**src/rtl/enq_desc_pkg.sv**
```systemverilog
// shared types and constants for the descriptor enqueue stage
// descriptor is packed as {buf_ptr, pkt_len, queue_id}, 34 bits in all
// register map uses word addresses 0 to 3 on a 2 bit address bus
// fifo depths are powers of two, given as log2

package enq_desc_pkg;

	// ====================
	// field widths
	// ====================

	localparam int BUF_PTR_W  = 16;
	localparam int PKT_LEN_W  = 14;
	localparam int QUEUE_ID_W = 4;

	// buffer pointer into the packet memory
	typedef logic [BUF_PTR_W-1:0] buf_ptr_t;

	// one packet descriptor as carried through the queue
	typedef struct packed {
		buf_ptr_t              buf_ptr;
		logic [PKT_LEN_W-1:0]  pkt_len;
		logic [QUEUE_ID_W-1:0] queue_id;
	} enq_pkt_desc_t;

	// ====================
	// fifo depths
	// ====================

	// 16 descriptor entries
	localparam int DESC_DEPTH_NBITS = 4;
	// 8 dropped pointers
	localparam int DROP_DEPTH_NBITS = 3;

	// ====================
	// register map
	// ====================

	localparam int CFG_ADDR_W = 2;
	localparam int CFG_DATA_W = 32;

	localparam logic [CFG_ADDR_W-1:0] CFG_ADDR_THRESH = 2'd0;
	localparam logic [CFG_ADDR_W-1:0] CFG_ADDR_CTRL   = 2'd1;
	localparam logic [CFG_ADDR_W-1:0] CFG_ADDR_ACCEPT = 2'd2;
	localparam logic [CFG_ADDR_W-1:0] CFG_ADDR_DROP   = 2'd3;

	// threshold out of reset equals the full descriptor fifo depth
	localparam logic [DESC_DEPTH_NBITS:0] THRESH_RESET = 1 << DESC_DEPTH_NBITS;

endpackage

```
**src/rtl/enq_cfg_if.sv**
```systemverilog
// config and statistics link between register block and admission
// increment strobes are single cycle, one event each

`timescale 1ns/1ps

interface enq_cfg_if;

	// fill threshold, compared against the registered fifo count
	logic [enq_desc_pkg::DESC_DEPTH_NBITS:0] thresh;
	// queue enable
	logic                                    enable;

	// event pulses from admission
	logic accept_inc;
	logic drop_inc;

	// register side
	modport regs (
		output thresh,
		output enable,
		input  accept_inc,
		input  drop_inc
	);

	// admission side
	modport admit (
		input  thresh,
		input  enable,
		output accept_inc,
		output drop_inc
	);

endinterface

```
**src/rtl/enq_admit.sv**
```systemverilog
// admission decision for each enqueue strobe, purely combinational
// compares against the registered fifo count, so a dequeue in the
// same cycle gives no extra headroom until the next cycle
// a drop with the drop fifo full loses the pointer but still counts

`timescale 1ns/1ps

module enq_admit (
	input  logic                                   enq_valid,
	input  enq_desc_pkg::enq_pkt_desc_t            enq_desc,
	input  logic [enq_desc_pkg::DESC_DEPTH_NBITS:0] desc_count,
	input  logic                                   desc_full,
	input  logic                                   drop_full,
	output logic                                   desc_wr,
	output logic                                   drop_wr,
	output enq_desc_pkg::buf_ptr_t                 drop_ptr,
	enq_cfg_if.admit                               cfg
);

	// individual drop causes
	logic drop_disabled;
	logic drop_zero_len;
	logic drop_thresh;
	logic drop_no_room;
	logic drop_any;

	// ====================
	// drop causes
	// ====================

	// queue switched off by software
	assign drop_disabled = ~cfg.enable;

	// empty packets never enter the queue
	assign drop_zero_len = (enq_desc.pkt_len == '0);

	// fill level at or above the threshold
	// a threshold of 0 drops everything
	assign drop_thresh = (desc_count >= cfg.thresh);

	// hard limit, only matters when thresh is above the depth
	assign drop_no_room = desc_full;

	assign drop_any = drop_disabled | drop_zero_len | drop_thresh | drop_no_room;

	// ====================
	// routing
	// ====================

	// accepted descriptor goes to the descriptor fifo
	assign desc_wr = enq_valid & ~drop_any;

	// dropped pointer goes back through the drop fifo if there is space
	assign drop_wr  = enq_valid & drop_any & ~drop_full;
	assign drop_ptr = enq_desc.buf_ptr;

	// ====================
	// statistics pulses
	// ====================

	// same cycle as the fifo writes, so counters and fifos agree
	assign cfg.accept_inc = desc_wr;
	assign cfg.drop_inc   = enq_valid & drop_any;

endmodule

```
**src/rtl/enq_cfg_regs.sv**
```systemverilog
// threshold, enable and the accept and drop counters
// any write to a counter address clears that counter
// counters saturate at all ones
// read data returns one cycle after cfg_rd, valid with cfg_rvalid

`timescale 1ns/1ps

module enq_cfg_regs (
	input  logic                                clk,
	input  logic                                rst,
	input  logic                                cfg_wr,
	input  logic                                cfg_rd,
	input  logic [enq_desc_pkg::CFG_ADDR_W-1:0] cfg_addr,
	input  logic [enq_desc_pkg::CFG_DATA_W-1:0] cfg_wdata,
	output logic                                cfg_rvalid,
	output logic [enq_desc_pkg::CFG_DATA_W-1:0] cfg_rdata,
	enq_cfg_if.regs                             cfg
);

	logic [enq_desc_pkg::DESC_DEPTH_NBITS:0] thresh_r;
	logic                                    enable_r;
	logic [enq_desc_pkg::CFG_DATA_W-1:0]     accept_cnt;
	logic [enq_desc_pkg::CFG_DATA_W-1:0]     drop_cnt;
	logic [enq_desc_pkg::CFG_DATA_W-1:0]     rdata_next;

	// ====================
	// config registers
	// ====================

	always_ff @(posedge clk) begin
		if (rst) begin
			thresh_r <= enq_desc_pkg::THRESH_RESET;
			enable_r <= 1'b1;
		end else if (cfg_wr) begin
			if (cfg_addr == enq_desc_pkg::CFG_ADDR_THRESH) begin
				thresh_r <= cfg_wdata[enq_desc_pkg::DESC_DEPTH_NBITS:0];
			end
			// enable sits in bit 0 of ctrl
			if (cfg_addr == enq_desc_pkg::CFG_ADDR_CTRL) begin
				enable_r <= cfg_wdata[0];
			end
		end
	end

	assign cfg.thresh = thresh_r;
	assign cfg.enable = enable_r;

	// ====================
	// statistics
	// ====================

	// clear takes priority over a same cycle increment
	always_ff @(posedge clk) begin
		if (rst) begin
			accept_cnt <= '0;
			drop_cnt   <= '0;
		end else begin
			if (cfg_wr && cfg_addr == enq_desc_pkg::CFG_ADDR_ACCEPT) begin
				accept_cnt <= '0;
			end else if (cfg.accept_inc && accept_cnt != '1) begin
				accept_cnt <= accept_cnt + 1'b1;
			end
			if (cfg_wr && cfg_addr == enq_desc_pkg::CFG_ADDR_DROP) begin
				drop_cnt <= '0;
			end else if (cfg.drop_inc && drop_cnt != '1) begin
				drop_cnt <= drop_cnt + 1'b1;
			end
		end
	end

	// ====================
	// read port
	// ====================

	// unused bits read as zero
	always_comb begin
		rdata_next = '0;
		case (cfg_addr)
			enq_desc_pkg::CFG_ADDR_THRESH: rdata_next[enq_desc_pkg::DESC_DEPTH_NBITS:0] = thresh_r;
			enq_desc_pkg::CFG_ADDR_CTRL:   rdata_next[0] = enable_r;
			enq_desc_pkg::CFG_ADDR_ACCEPT: rdata_next = accept_cnt;
			default:                       rdata_next = drop_cnt;
		endcase
	end

	always_ff @(posedge clk) begin
		if (rst) begin
			cfg_rvalid <= 1'b0;
		end else begin
			cfg_rvalid <= cfg_rd;
		end
	end

	// data only meaningful with cfg_rvalid
	always_ff @(posedge clk) begin
		if (cfg_rd) begin
			cfg_rdata <= rdata_next;
		end
	end

endmodule

```
**src/rtl/enq_desc_queue.sv**
```systemverilog
// enqueue stage of the packet buffer manager
// enq_valid can not be stalled, overflow turns into drops
// deq_rd and drop_rd return data one cycle later with the valid strobe
// queue_id is carried through only, there is a single queue

`timescale 1ns/1ps

module enq_desc_queue (
	input  logic                                      clk,
	input  logic                                      rst,
	// enqueue strobe
	input  logic                                      enq_valid,
	input  enq_desc_pkg::buf_ptr_t                    enq_buf_ptr,
	input  logic [enq_desc_pkg::PKT_LEN_W-1:0]        enq_pkt_len,
	input  logic [enq_desc_pkg::QUEUE_ID_W-1:0]       enq_queue_id,
	// dequeue to the scheduler
	input  logic                                      deq_rd,
	output logic                                      deq_valid,
	output enq_desc_pkg::buf_ptr_t                    deq_buf_ptr,
	output logic [enq_desc_pkg::PKT_LEN_W-1:0]        deq_pkt_len,
	output logic [enq_desc_pkg::QUEUE_ID_W-1:0]       deq_queue_id,
	output logic [enq_desc_pkg::DESC_DEPTH_NBITS:0]   desc_count,
	output logic                                      desc_empty,
	// dropped pointers back to the allocator
	input  logic                                      drop_rd,
	output logic                                      drop_valid,
	output enq_desc_pkg::buf_ptr_t                    drop_buf_ptr,
	output logic                                      drop_empty,
	// register port
	input  logic                                      cfg_wr,
	input  logic                                      cfg_rd,
	input  logic [enq_desc_pkg::CFG_ADDR_W-1:0]       cfg_addr,
	input  logic [enq_desc_pkg::CFG_DATA_W-1:0]       cfg_wdata,
	output logic                                      cfg_rvalid,
	output logic [enq_desc_pkg::CFG_DATA_W-1:0]       cfg_rdata
);

	enq_desc_pkg::enq_pkt_desc_t enq_desc;
	enq_desc_pkg::enq_pkt_desc_t deq_desc;
	enq_desc_pkg::buf_ptr_t      drop_ptr;
	logic                        desc_wr;
	logic                        desc_full;
	logic                        drop_wr;
	logic                        drop_full;

	enq_cfg_if u_cfg_if ();

	// ====================
	// descriptor packing
	// ====================

	assign enq_desc.buf_ptr  = enq_buf_ptr;
	assign enq_desc.pkt_len  = enq_pkt_len;
	assign enq_desc.queue_id = enq_queue_id;

	assign deq_buf_ptr  = deq_desc.buf_ptr;
	assign deq_pkt_len  = deq_desc.pkt_len;
	assign deq_queue_id = deq_desc.queue_id;

	// ====================
	// control blocks
	// ====================

	enq_cfg_regs u_cfg_regs (
		.clk        (clk),
		.rst        (rst),
		.cfg_wr     (cfg_wr),
		.cfg_rd     (cfg_rd),
		.cfg_addr   (cfg_addr),
		.cfg_wdata  (cfg_wdata),
		.cfg_rvalid (cfg_rvalid),
		.cfg_rdata  (cfg_rdata),
		.cfg        (u_cfg_if)
	);

	enq_admit u_admit (
		.enq_valid  (enq_valid),
		.enq_desc   (enq_desc),
		.desc_count (desc_count),
		.desc_full  (desc_full),
		.drop_full  (drop_full),
		.desc_wr    (desc_wr),
		.drop_wr    (drop_wr),
		.drop_ptr   (drop_ptr),
		.cfg        (u_cfg_if)
	);

	// ====================
	// fifos
	// ====================

	sfifo_ram #(
		.DEPTH_NBITS (enq_desc_pkg::DESC_DEPTH_NBITS),
		.payload_t   (enq_desc_pkg::enq_pkt_desc_t)
	) u_desc_fifo (
		.clk        (clk),
		.rst        (rst),
		.wr         (desc_wr),
		.din        (enq_desc),
		.rd         (deq_rd),
		.dout       (deq_desc),
		.dout_valid (deq_valid),
		.count      (desc_count),
		.full       (desc_full),
		.empty      (desc_empty)
	);

	// drop fifo fill level is not exported
	sfifo_ram #(
		.DEPTH_NBITS (enq_desc_pkg::DROP_DEPTH_NBITS),
		.payload_t   (enq_desc_pkg::buf_ptr_t)
	) u_drop_fifo (
		.clk        (clk),
		.rst        (rst),
		.wr         (drop_wr),
		.din        (drop_ptr),
		.rd         (drop_rd),
		.dout       (drop_buf_ptr),
		.dout_valid (drop_valid),
		.count      (),
		.full       (drop_full),
		.empty      (drop_empty)
	);

endmodule

```
**src/rtl/sfifo_ctrl.sv**
```systemverilog
// pointer and occupancy control for a single clock fifo
// reads on an empty fifo are dropped here
// writes are not checked, the caller must never write when full
// count runs from 0 to 2**DEPTH_NBITS

`timescale 1ns/1ps

module sfifo_ctrl #(
	parameter int DEPTH_NBITS = 4
) (
	input  logic                   clk,
	input  logic                   rst,
	input  logic                   rd,
	input  logic                   wr,
	output logic [DEPTH_NBITS-1:0] rptr,
	output logic [DEPTH_NBITS-1:0] wptr,
	output logic [DEPTH_NBITS:0]   count,
	output logic                   full,
	output logic                   empty
);

	logic rd_eff;

	// underflow guard
	assign rd_eff = rd & ~empty;

	// ====================
	// pointers
	// ====================

	// both pointers wrap at the power of two depth
	always_ff @(posedge clk) begin
		if (rst) begin
			rptr <= '0;
			wptr <= '0;
		end else begin
			if (rd_eff) begin
				rptr <= rptr + 1'b1;
			end
			if (wr) begin
				wptr <= wptr + 1'b1;
			end
		end
	end

	// ====================
	// occupancy
	// ====================

	// read and write together leave the count as is
	always_ff @(posedge clk) begin
		if (rst) begin
			count <= '0;
		end else begin
			case ({wr, rd_eff})
				2'b10: count <= count + 1'b1;
				2'b01: count <= count - 1'b1;
				default: count <= count;
			endcase
		end
	end

	// count msb is only set at exactly full depth
	assign full  = count[DEPTH_NBITS];
	assign empty = (count == '0);

endmodule

```
**src/rtl/sfifo_ram.sv**
```systemverilog
// ram based single clock fifo, payload type given by parameter
// read data is registered, dout_valid pulses one cycle after rd
// rd on an empty fifo is ignored and gives no dout_valid
// no overflow check, writes to a full fifo must be blocked upstream

`timescale 1ns/1ps

module sfifo_ram #(
	parameter int  DEPTH_NBITS = 4,
	parameter type payload_t   = logic
) (
	input  logic                 clk,
	input  logic                 rst,
	input  logic                 wr,
	input  payload_t             din,
	input  logic                 rd,
	output payload_t             dout,
	output logic                 dout_valid,
	output logic [DEPTH_NBITS:0] count,
	output logic                 full,
	output logic                 empty
);

	logic [DEPTH_NBITS-1:0] rptr;
	logic [DEPTH_NBITS-1:0] wptr;
	logic                   rd_eff;

	// storage, no reset
	payload_t mem [0:(1 << DEPTH_NBITS)-1];

	sfifo_ctrl #(
		.DEPTH_NBITS (DEPTH_NBITS)
	) u_sfifo_ctrl (
		.clk   (clk),
		.rst   (rst),
		.rd    (rd),
		.wr    (wr),
		.rptr  (rptr),
		.wptr  (wptr),
		.count (count),
		.full  (full),
		.empty (empty)
	);

	// same qualification as inside the controller
	assign rd_eff = rd & ~empty;

	always_ff @(posedge clk) begin
		if (wr) begin
			mem[wptr] <= din;
		end
	end

	// head entry registered on an effective read
	always_ff @(posedge clk) begin
		if (rd_eff) begin
			dout <= mem[rptr];
		end
	end

	// one cycle valid pulse per read
	always_ff @(posedge clk) begin
		if (rst) begin
			dout_valid <= 1'b0;
		end else begin
			dout_valid <= rd_eff;
		end
	end

endmodule

```
**config.mk**
```make
export PLATFORM = sky130hd
export DESIGN_NAME = enq_desc_queue
export DESIGN_NICKNAME = d
export VERILOG_FILES = /design/src/rtl/enq_desc_pkg.sv /design/src/rtl/enq_cfg_if.sv /design/src/rtl/enq_admit.sv /design/src/rtl/enq_cfg_regs.sv /design/src/rtl/enq_desc_queue.sv /design/src/rtl/sfifo_ctrl.sv /design/src/rtl/sfifo_ram.sv
export SDC_FILE = /design/constraint.sdc
export NUM_CORES = 1
export LEC_CHECK = 0
export BUFFER_PORTS_ARGS = -buffer_cell sky130_fd_sc_hd__buf_2
export CAP_MARGIN = 20
export CORE_UTILIZATION = 60
export CTS_BUF_LIST = sky130_fd_sc_hd__clkbuf_2
export CTS_CLUSTER_SIZE = 20
export DETAILED_ROUTE_END_ITERATION = 8
export PLACE_DENSITY_LB_ADDON = 0.15
export SLEW_MARGIN = 20
export SYNTH_ARGS = -nofsm -noshare
export SYNTH_HDL_FRONTEND = slang
export SYNTH_SLANG_ARGS = --single-unit
```
**constraint.sdc**
```tcl
create_clock -name clk -period 12 [get_ports clk]
set_clock_uncertainty 0.05 [all_clocks]
set_input_delay 1.2 -clock clk [delete_from_list [all_inputs] [get_ports clk]]
set_output_delay 1.2 -clock clk [all_outputs]
set_load 0.05 [all_outputs]
```
==> impl_metrics.json, run 1 <==
{
  "hold-path-cell-count": 1,
  "critical_path.max_fanout": 5,
  "area_growth_pct": 11.1,
  "cp-start-kind": "flip-flop",
  "fp-row-count": 85,
  "met1_usage_pct": 34.7,
  "drt_wl_total_mm": 68.7,
  "clk_pin_slew_ps": 100,
  "pre_cts_ws_ps": 7140,
  "p_total_mw": 7.05,
  "post-route-min-period_ps": 4050,
  "r2r_cells": 9,
  "numCtsBuffers": 201,
  "drc": 0,
  "start_util_pct": 61.3,
  "async_reset_ff_share_pct": 0,
  "synthDistinctLibCells": 59,
  "regArea_um2": 24600,
  "rsz0062_at_grt": "false",
  "ys.flop_type": "edfxtp_1",
  "cpPeakStageDelay_ps": 510,
  "ys_seq_area_share_pct": 73.8,
  "use_met2_pct": 40.5,
  "grt_max_degree": 76,
  "grt_pass1_vias": 18100,
  "place_hpwl_mm": 37.9,
  "slew_viol_final": 0,
  "p_per_area_nw_per_um2": 191,
  "syn_area_um2": 33300,
  "top_usage_layer": "met2",
  "die_x_um": 238,
  "drive_above_1_share_pct": 34.6,
  "tightest_slew_ps": 1090,
  "min_period_over_period_pct": 33.8,
  "synthesis.nets": 1821,
  "die-area_um2": 56400,
  "final_cell_mix": "edfxtp_1, clkbuf_2, mux4_2, buf_2, dfxtp_1",
  "critical_path_required_ps": 10750,
  "clockRootBuffer": "clkbuf_2",
  "yosysWarnings": 0,
  "ys_ff_latch": 850,
  "syn_area_per_cell_um2": 19.3,
  "grtUsageMet3_pct": 5.43,
  "fillers": 3596,
  "final_hold_viol_count": 0,
  "multi_input_area_um2": 8430,
  "holdWs_ps": 170,
  "synthCells": 1723,
  "routabilityCongestion": 0.842,
  "worstPathArrival_ps": 2800,
  "cts_tree": "built",
  "instances_no_fill": 2916,
  "overflow": 0,
  "cts_max_level": 4,
  "cts_max_path_buffers": 3,
  "insertion_delay_ps": 1420,
  "first_pass_iters": 6,
  "viasPerCell": 5.96,
  "timing.final.ws_setup_ps": 7950,
  "nets": 2126,
  "grt_pass1_wl_mm": 105,
  "cp-end-kind": "primary output",
  "crit_path_top_delay_cell": "or4_1",
  "first_iter_violations": 1414,
  "fmax_mhz": 247,
  "setup_viol": 0,
  "port_buffers": 139,
  "cp_cell_sequence": "or4_1, nor2_1, buf_2",
  "synth-edff-count": 754,
  "io_pins": 167,
  "die_h_um": 238,
  "cts_num_sinks": 850,
  "core-area_um2": 54300,
  "grt_usage_pct": 25.4,
  "antenna_found_initial": 1,
  "layout_commonest_cell": "edfxtp_1",
  "post-cts-setup-buffer-count": 0,
  "leakage_nw": 12.1,
  "status": "complete, no violations",
  "tns_ps": 0,
  "criticalPathCategory": "flip-flop to primary output",
  "maxCapViolations": 0,
  "wire_per_inst_um": 23.6,
  "routed-via-count": 17400,
  "slew_headroom_pct": 27.2,
  "min_path_type": "input pin to flip-flop",
  "antenna_left": 0,
  "dpl.cell_count": 2548,
  "ir_drop_mv": 0.150
}
==> final cells by class <==
type | count | share of cell area [%]
flip-flops and latches | 850 | 66.4
multi-input cells | 761 | 22.8
clock buffers | 290 | 3.92
repair buffers | 188 | 3.03
well taps | 739 | 2.50
clock inverters | 60 | 1.05
inverters | 26 | 0.264
diodes | 2 | 0.0135
==> power by group <==
group,total [mW],internal (mW),switching (mW)
sequential,3.63,3.48,0.148
clock,1.84,0.755,1.09
combinational,1.58,0.656,0.920
total,7.05,4.89,2.16
==> through the flow <==
step           utilization [%]  area (um^2)
2_1_floorplan                -        33300
3_5_place_dp              64.3        35000
5_1_grt                   68.1        37000
3_3_place_gp              64.3        35000
6_report                  68.1        37000
4_1_cts                   68.0        37000
==> worst max-delay path: cells and delay by family (launching register included) <==
family        cells  cell delay (ps)
simple gates      2              710
flops             1              370
buf+inv           1              310
==> state kept, by name, indices dropped and copies added, names as in the netlist, 5 cells and up <==
signal	flops
u_desc_fifo.mem	544
u_cfg_regs.cfg.thresh	5
u_drop_fifo.dout	16
u_desc_fifo.dout	34
u_desc_fifo.u_sfifo_ctrl.count	5
u_drop_fifo.mem	128
u_cfg_regs.accept_cnt	32
u_cfg_regs.drop_cnt	32
u_cfg_regs.cfg_rdata	32
==> timing repair <==
action / CTS / global route
endpoints found under the hold margin: 87 / 0
resized for setup: 0 / 0
hold buffers: 15 / 0
==> cell usage after synthesis (8+ instances only) <==
cell type | n | share of area [%]
a21oi_1 | 40 | 0.60
and3_1 | 8 | 0.15
buf_1 | 10 | 0.11
buf_2 | 20 | 0.30
clkbuf_1 | 50 | 0.56
dfxtp_1 | 96 | 5.8
edfxtp_1 | 754 | 68
ha_1 | 21 | 0.79
inv_1 | 25 | 0.28
mux2_2 | 16 | 0.54
mux2i_1 | 40 | 1.2
mux4_2 | 203 | 14
nand2_1 | 57 | 0.64
nand2b_1 | 10 | 0.19
nand3_1 | 36 | 0.54
nand4_1 | 19 | 0.36
nor2_1 | 82 | 0.92
nor2b_1 | 32 | 0.60
nor3_1 | 17 | 0.26
nor4_1 | 12 | 0.23
o211ai_1 | 10 | 0.23
o21ai_0 | 19 | 0.29
or3_1 | 21 | 0.39
or4_1 | 14 | 0.32
xnor2_1 | 13 | 0.34
xor2_1 | 23 | 0.61
==> final timing paths <==
| path | start | to | slack (ps) |
|---|---|---|---|
| hold / removal | enq_pkt_len[3] | u_desc_fifo.mem[11][7]$_DFFE_PP_ | 170 |
| setup reg to reg | u_desc_fifo.u_sfifo_ctrl.count[0]$_SDFFE_PP0P_ | u_desc_fifo.mem[3][22]$_DFFE_PP_ | 8120 |
| hold reg to reg | u_cfg_regs.accept_cnt[9]$_SDFFE_PP0P_ | u_cfg_regs.accept_cnt[9]$_SDFFE_PP0P_ | 440 |
| setup / recovery | u_desc_fifo.u_sfifo_ctrl.count[2]$_SDFFE_PP0P_ | desc_empty | 7950 |
==> cell families (layout without fill, tap and decap cells) <==
| logic type | after synthesis | in the layout | share of synthesized area, % |
|---|---|---|---|
| AO/OA/AOI/OAI | 104 | 104 | 1.92 |
| AND/OR/NAND/NOR | 339 | 339 | 5.54 |
| adder cells (fa/ha/maj) | 23 | 23 | 0.909 |
| multiplexers | 259 | 259 | 15.5 |
| other | 0 | 2 | 0 |
| flip-flops | 850 | 850 | 73.8 |
| XOR/XNOR | 36 | 36 | 0.947 |
| buffers and inverters | 112 | 564 | 1.43 |
==> routing by layer <==
layer	wire (um)	vias up
met4	1530	0
met2	34400	634
met3	4330	115
met1	28400	8899
met5	0	-
li1	-	7726
No activity file was read; power rests on OpenSTA's default activity.
==> run 2: changes to the inputs <==
==> constraint.sdc (replaced) <==
create_clock -name clk -period 4.1 [get_ports clk]
set_clock_uncertainty 0.05 [all_clocks]
set_input_delay 0.41 -clock clk [delete_from_list [all_inputs] [get_ports clk]]
set_output_delay 0.41 -clock clk [all_outputs]
set_load 0.05 [all_outputs]
==> impl_metrics.json, run 2 (synthesis results as in run 1) <==
{
  "largest_reg_flops": 544,
  "tightest_slew_ps": 1120,
  "crit_path_top_delay_cell": "nor3_4",
  "cts_max_path_buffers": 3,
  "p_total_mw": 20.8,
  "cts_max_level": 4,
  "core-area_um2": 54300,
  "ctsResizeCount": 0,
  "power_switching_mw": 6.43,
  "timing.final.ws_setup_ps": 377,
  "start_util_pct": 61.3,
  "drt_wl_total_mm": 71.7,
  "clk_pin_slew_ps": 110,
  "slew_viol_final": 0,
  "grt_usage_pct": 26.5,
  "grt_max_degree": 76,
  "power.sequential.fraction_pct": 50.9,
  "cts_tree": "built",
  "critical_path_required_ps": 5070,
  "fp-row-count": 85,
  "cp-start-kind": "flip-flop",
  "routabilityCongestion": 0.831,
  "instances_no_fill": 3021,
  "wire_per_inst_um": 23.7,
  "critPathBufInv": 3,
  "antenna_found_initial": 2,
  "maxCapViolations": 0,
  "regArea_um2": 24600,
  "post-route-min-period_ps": 3720,
  "tns_ps": 0,
  "cpPeakStageDelay_ps": 930,
  "critical_path.max_fanout": 18,
  "critPathMostFrequentCell": "buf_4",
  "cp-end-kind": "flip-flop",
  "setup_viol": 0,
  "port_buffers": 139,
  "overflow": 0,
  "insertion_delay_ps": 1440,
  "p_sw_share_pct": 31.0,
  "pre_cts_ws_ps": 408,
  "fmax_mhz": 269,
  "die_h_um": 238,
  "min_path_type": "input pin to flip-flop",
  "fillers": 3532,
  "cp_top_family": "simple AND/OR/NAND/NOR gates",
  "top_register": "u_desc_fifo.mem",
  "drive_above_1_share_pct": 33.9,
  "numCtsBuffers": 202,
  "routed-via-count": 17900,
  "die-area_um2": 56400,
  "ir_drop_mv": 0.372,
  "nets": 2234,
  "largestRegisters": "u_desc_fifo.mem: 544 flops, u_drop_fifo.mem: 128 flops, u_desc_fifo.dout: 34 flops",
  "worstPathArrival_ps": 4690,
  "holdWs_ps": 194,
  "p_clk_share_pct": 25.8,
  "clockRootBuffer": "clkbuf_2",
  "drc": 0,
  "cp_cell_sequence": "inv_1, ha_1, nor3b_1, o21a_1, o2111a_1, buf_4, nand2_1, nor3_4, buf_4",
  "layout_commonest_cell": "edfxtp_1",
  "p_int_mw": 14.3,
  "antenna_left": 0,
  "first_iter_violations": 1398,
  "area_growth_pct": 14.4,
  "place_hpwl_mm": 39.1,
  "post-cts-setup-buffer-count": 0,
  "min_period_over_period_pct": 90.8,
  "reg2reg_slack_ps": 380,
  "slew_headroom_pct": 24.9,
  "rsz0062_at_grt": "false",
  "hold-path-cell-count": 7,
  "first_pass_iters": 5,
  "grt_pass1_wl_mm": 109,
  "dpl.cell_count": 2562,
  "io_pins": 167,
  "cp_num_cells": 9,
  "viasPerCell": 5.92,
  "cts_num_sinks": 850,
  "hold_buffers": 107,
  "final_hold_viol_count": 0,
  "r2r_cells": 9,
  "p_per_area_nw_per_um2": 545,
  "leakage_nw": 12.6,
  "status": "complete, no violations",
  "grt_pass1_vias": 18600,
  "die_x_um": 238,
  "final_cell_mix": "edfxtp_1, clkbuf_2, mux4_2, buf_2, dlygate4sd3_1",
  "criticalPathCategory": "flip-flop to flip-flop",
  "multi_input_area_um2": 8440,
  "p_comb_share_pct": 23.3
}
-- run 2: final timing paths --
path                                                                startpoint                                      to
worst max-delay path            u_desc_fifo.u_sfifo_ctrl.count[0]$_SDFFE_PP0P_        u_desc_fifo.mem[2][22]$_DFFE_PP_
worst min-delay path                                               cfg_addr[0]   u_cfg_regs.accept_cnt[6]$_SDFFE_PP0P_
worst max register to register  u_desc_fifo.u_sfifo_ctrl.count[0]$_SDFFE_PP0P_        u_desc_fifo.mem[2][22]$_DFFE_PP_
worst min register to register          u_cfg_regs.accept_cnt[30]$_SDFFE_PP0P_  u_cfg_regs.accept_cnt[30]$_SDFFE_PP0P_
-- run 2: layout make-up --
cell class                 count  area share (%)
sequential                   850            64.5
antenna                        7          0.0460
clock buffer                 293            3.85
multi-input combinational    761            22.1
inverter                      26           0.256
clock inverter                50           0.815
tap                          739            2.43
timing repair buffer         295            5.95
-- run 2: worst reg2reg max path, cell delays in order, from the launching register on --
cell      delay, ps
dfxtp_1         430
inv_1           120
ha_1            300
nor3b_1         190
o21a_1          180
o2111a_1        240
buf_4           160
nand2_1         230
nor3_4          930
buf_4           500
-- run 2: power by group through the flow --
stage	combinational, mW	sequential [mW]	clock (mW)
after global routing	5.14	10.7	5.93
after floorplan	2.92	11.4	0
final	4.83	10.6	5.36
after CTS	4.89	10.6	5.50
after global placement	4.74	10.8	0
after detailed placement	4.79	10.8	0
-- run 2: stage by stage --
step / area (um^2) / utilization, %
finish: 38100 / 70.1
global route: 38100 / 70.1
CTS: 38100 / 70.0
detailed placement: 35200 / 64.7
global placement: 35100 / 64.6
floorplan: 33400 / -
-- run 2: routing by layer --
layer | routed length (um) | share of wire [%] | global-route usage (%) | up-vias
li1 | - | - | - | 7962
met1 | 29500 | 41 | 35.0 | 9099
met2 | 35800 | 50 | 42.8 | 681
met3 | 4470 | 6.2 | 5.96 | 135
met4 | 1950 | 2.7 | 11.2 | 0
met5 | 0 | 0 | 0 | -
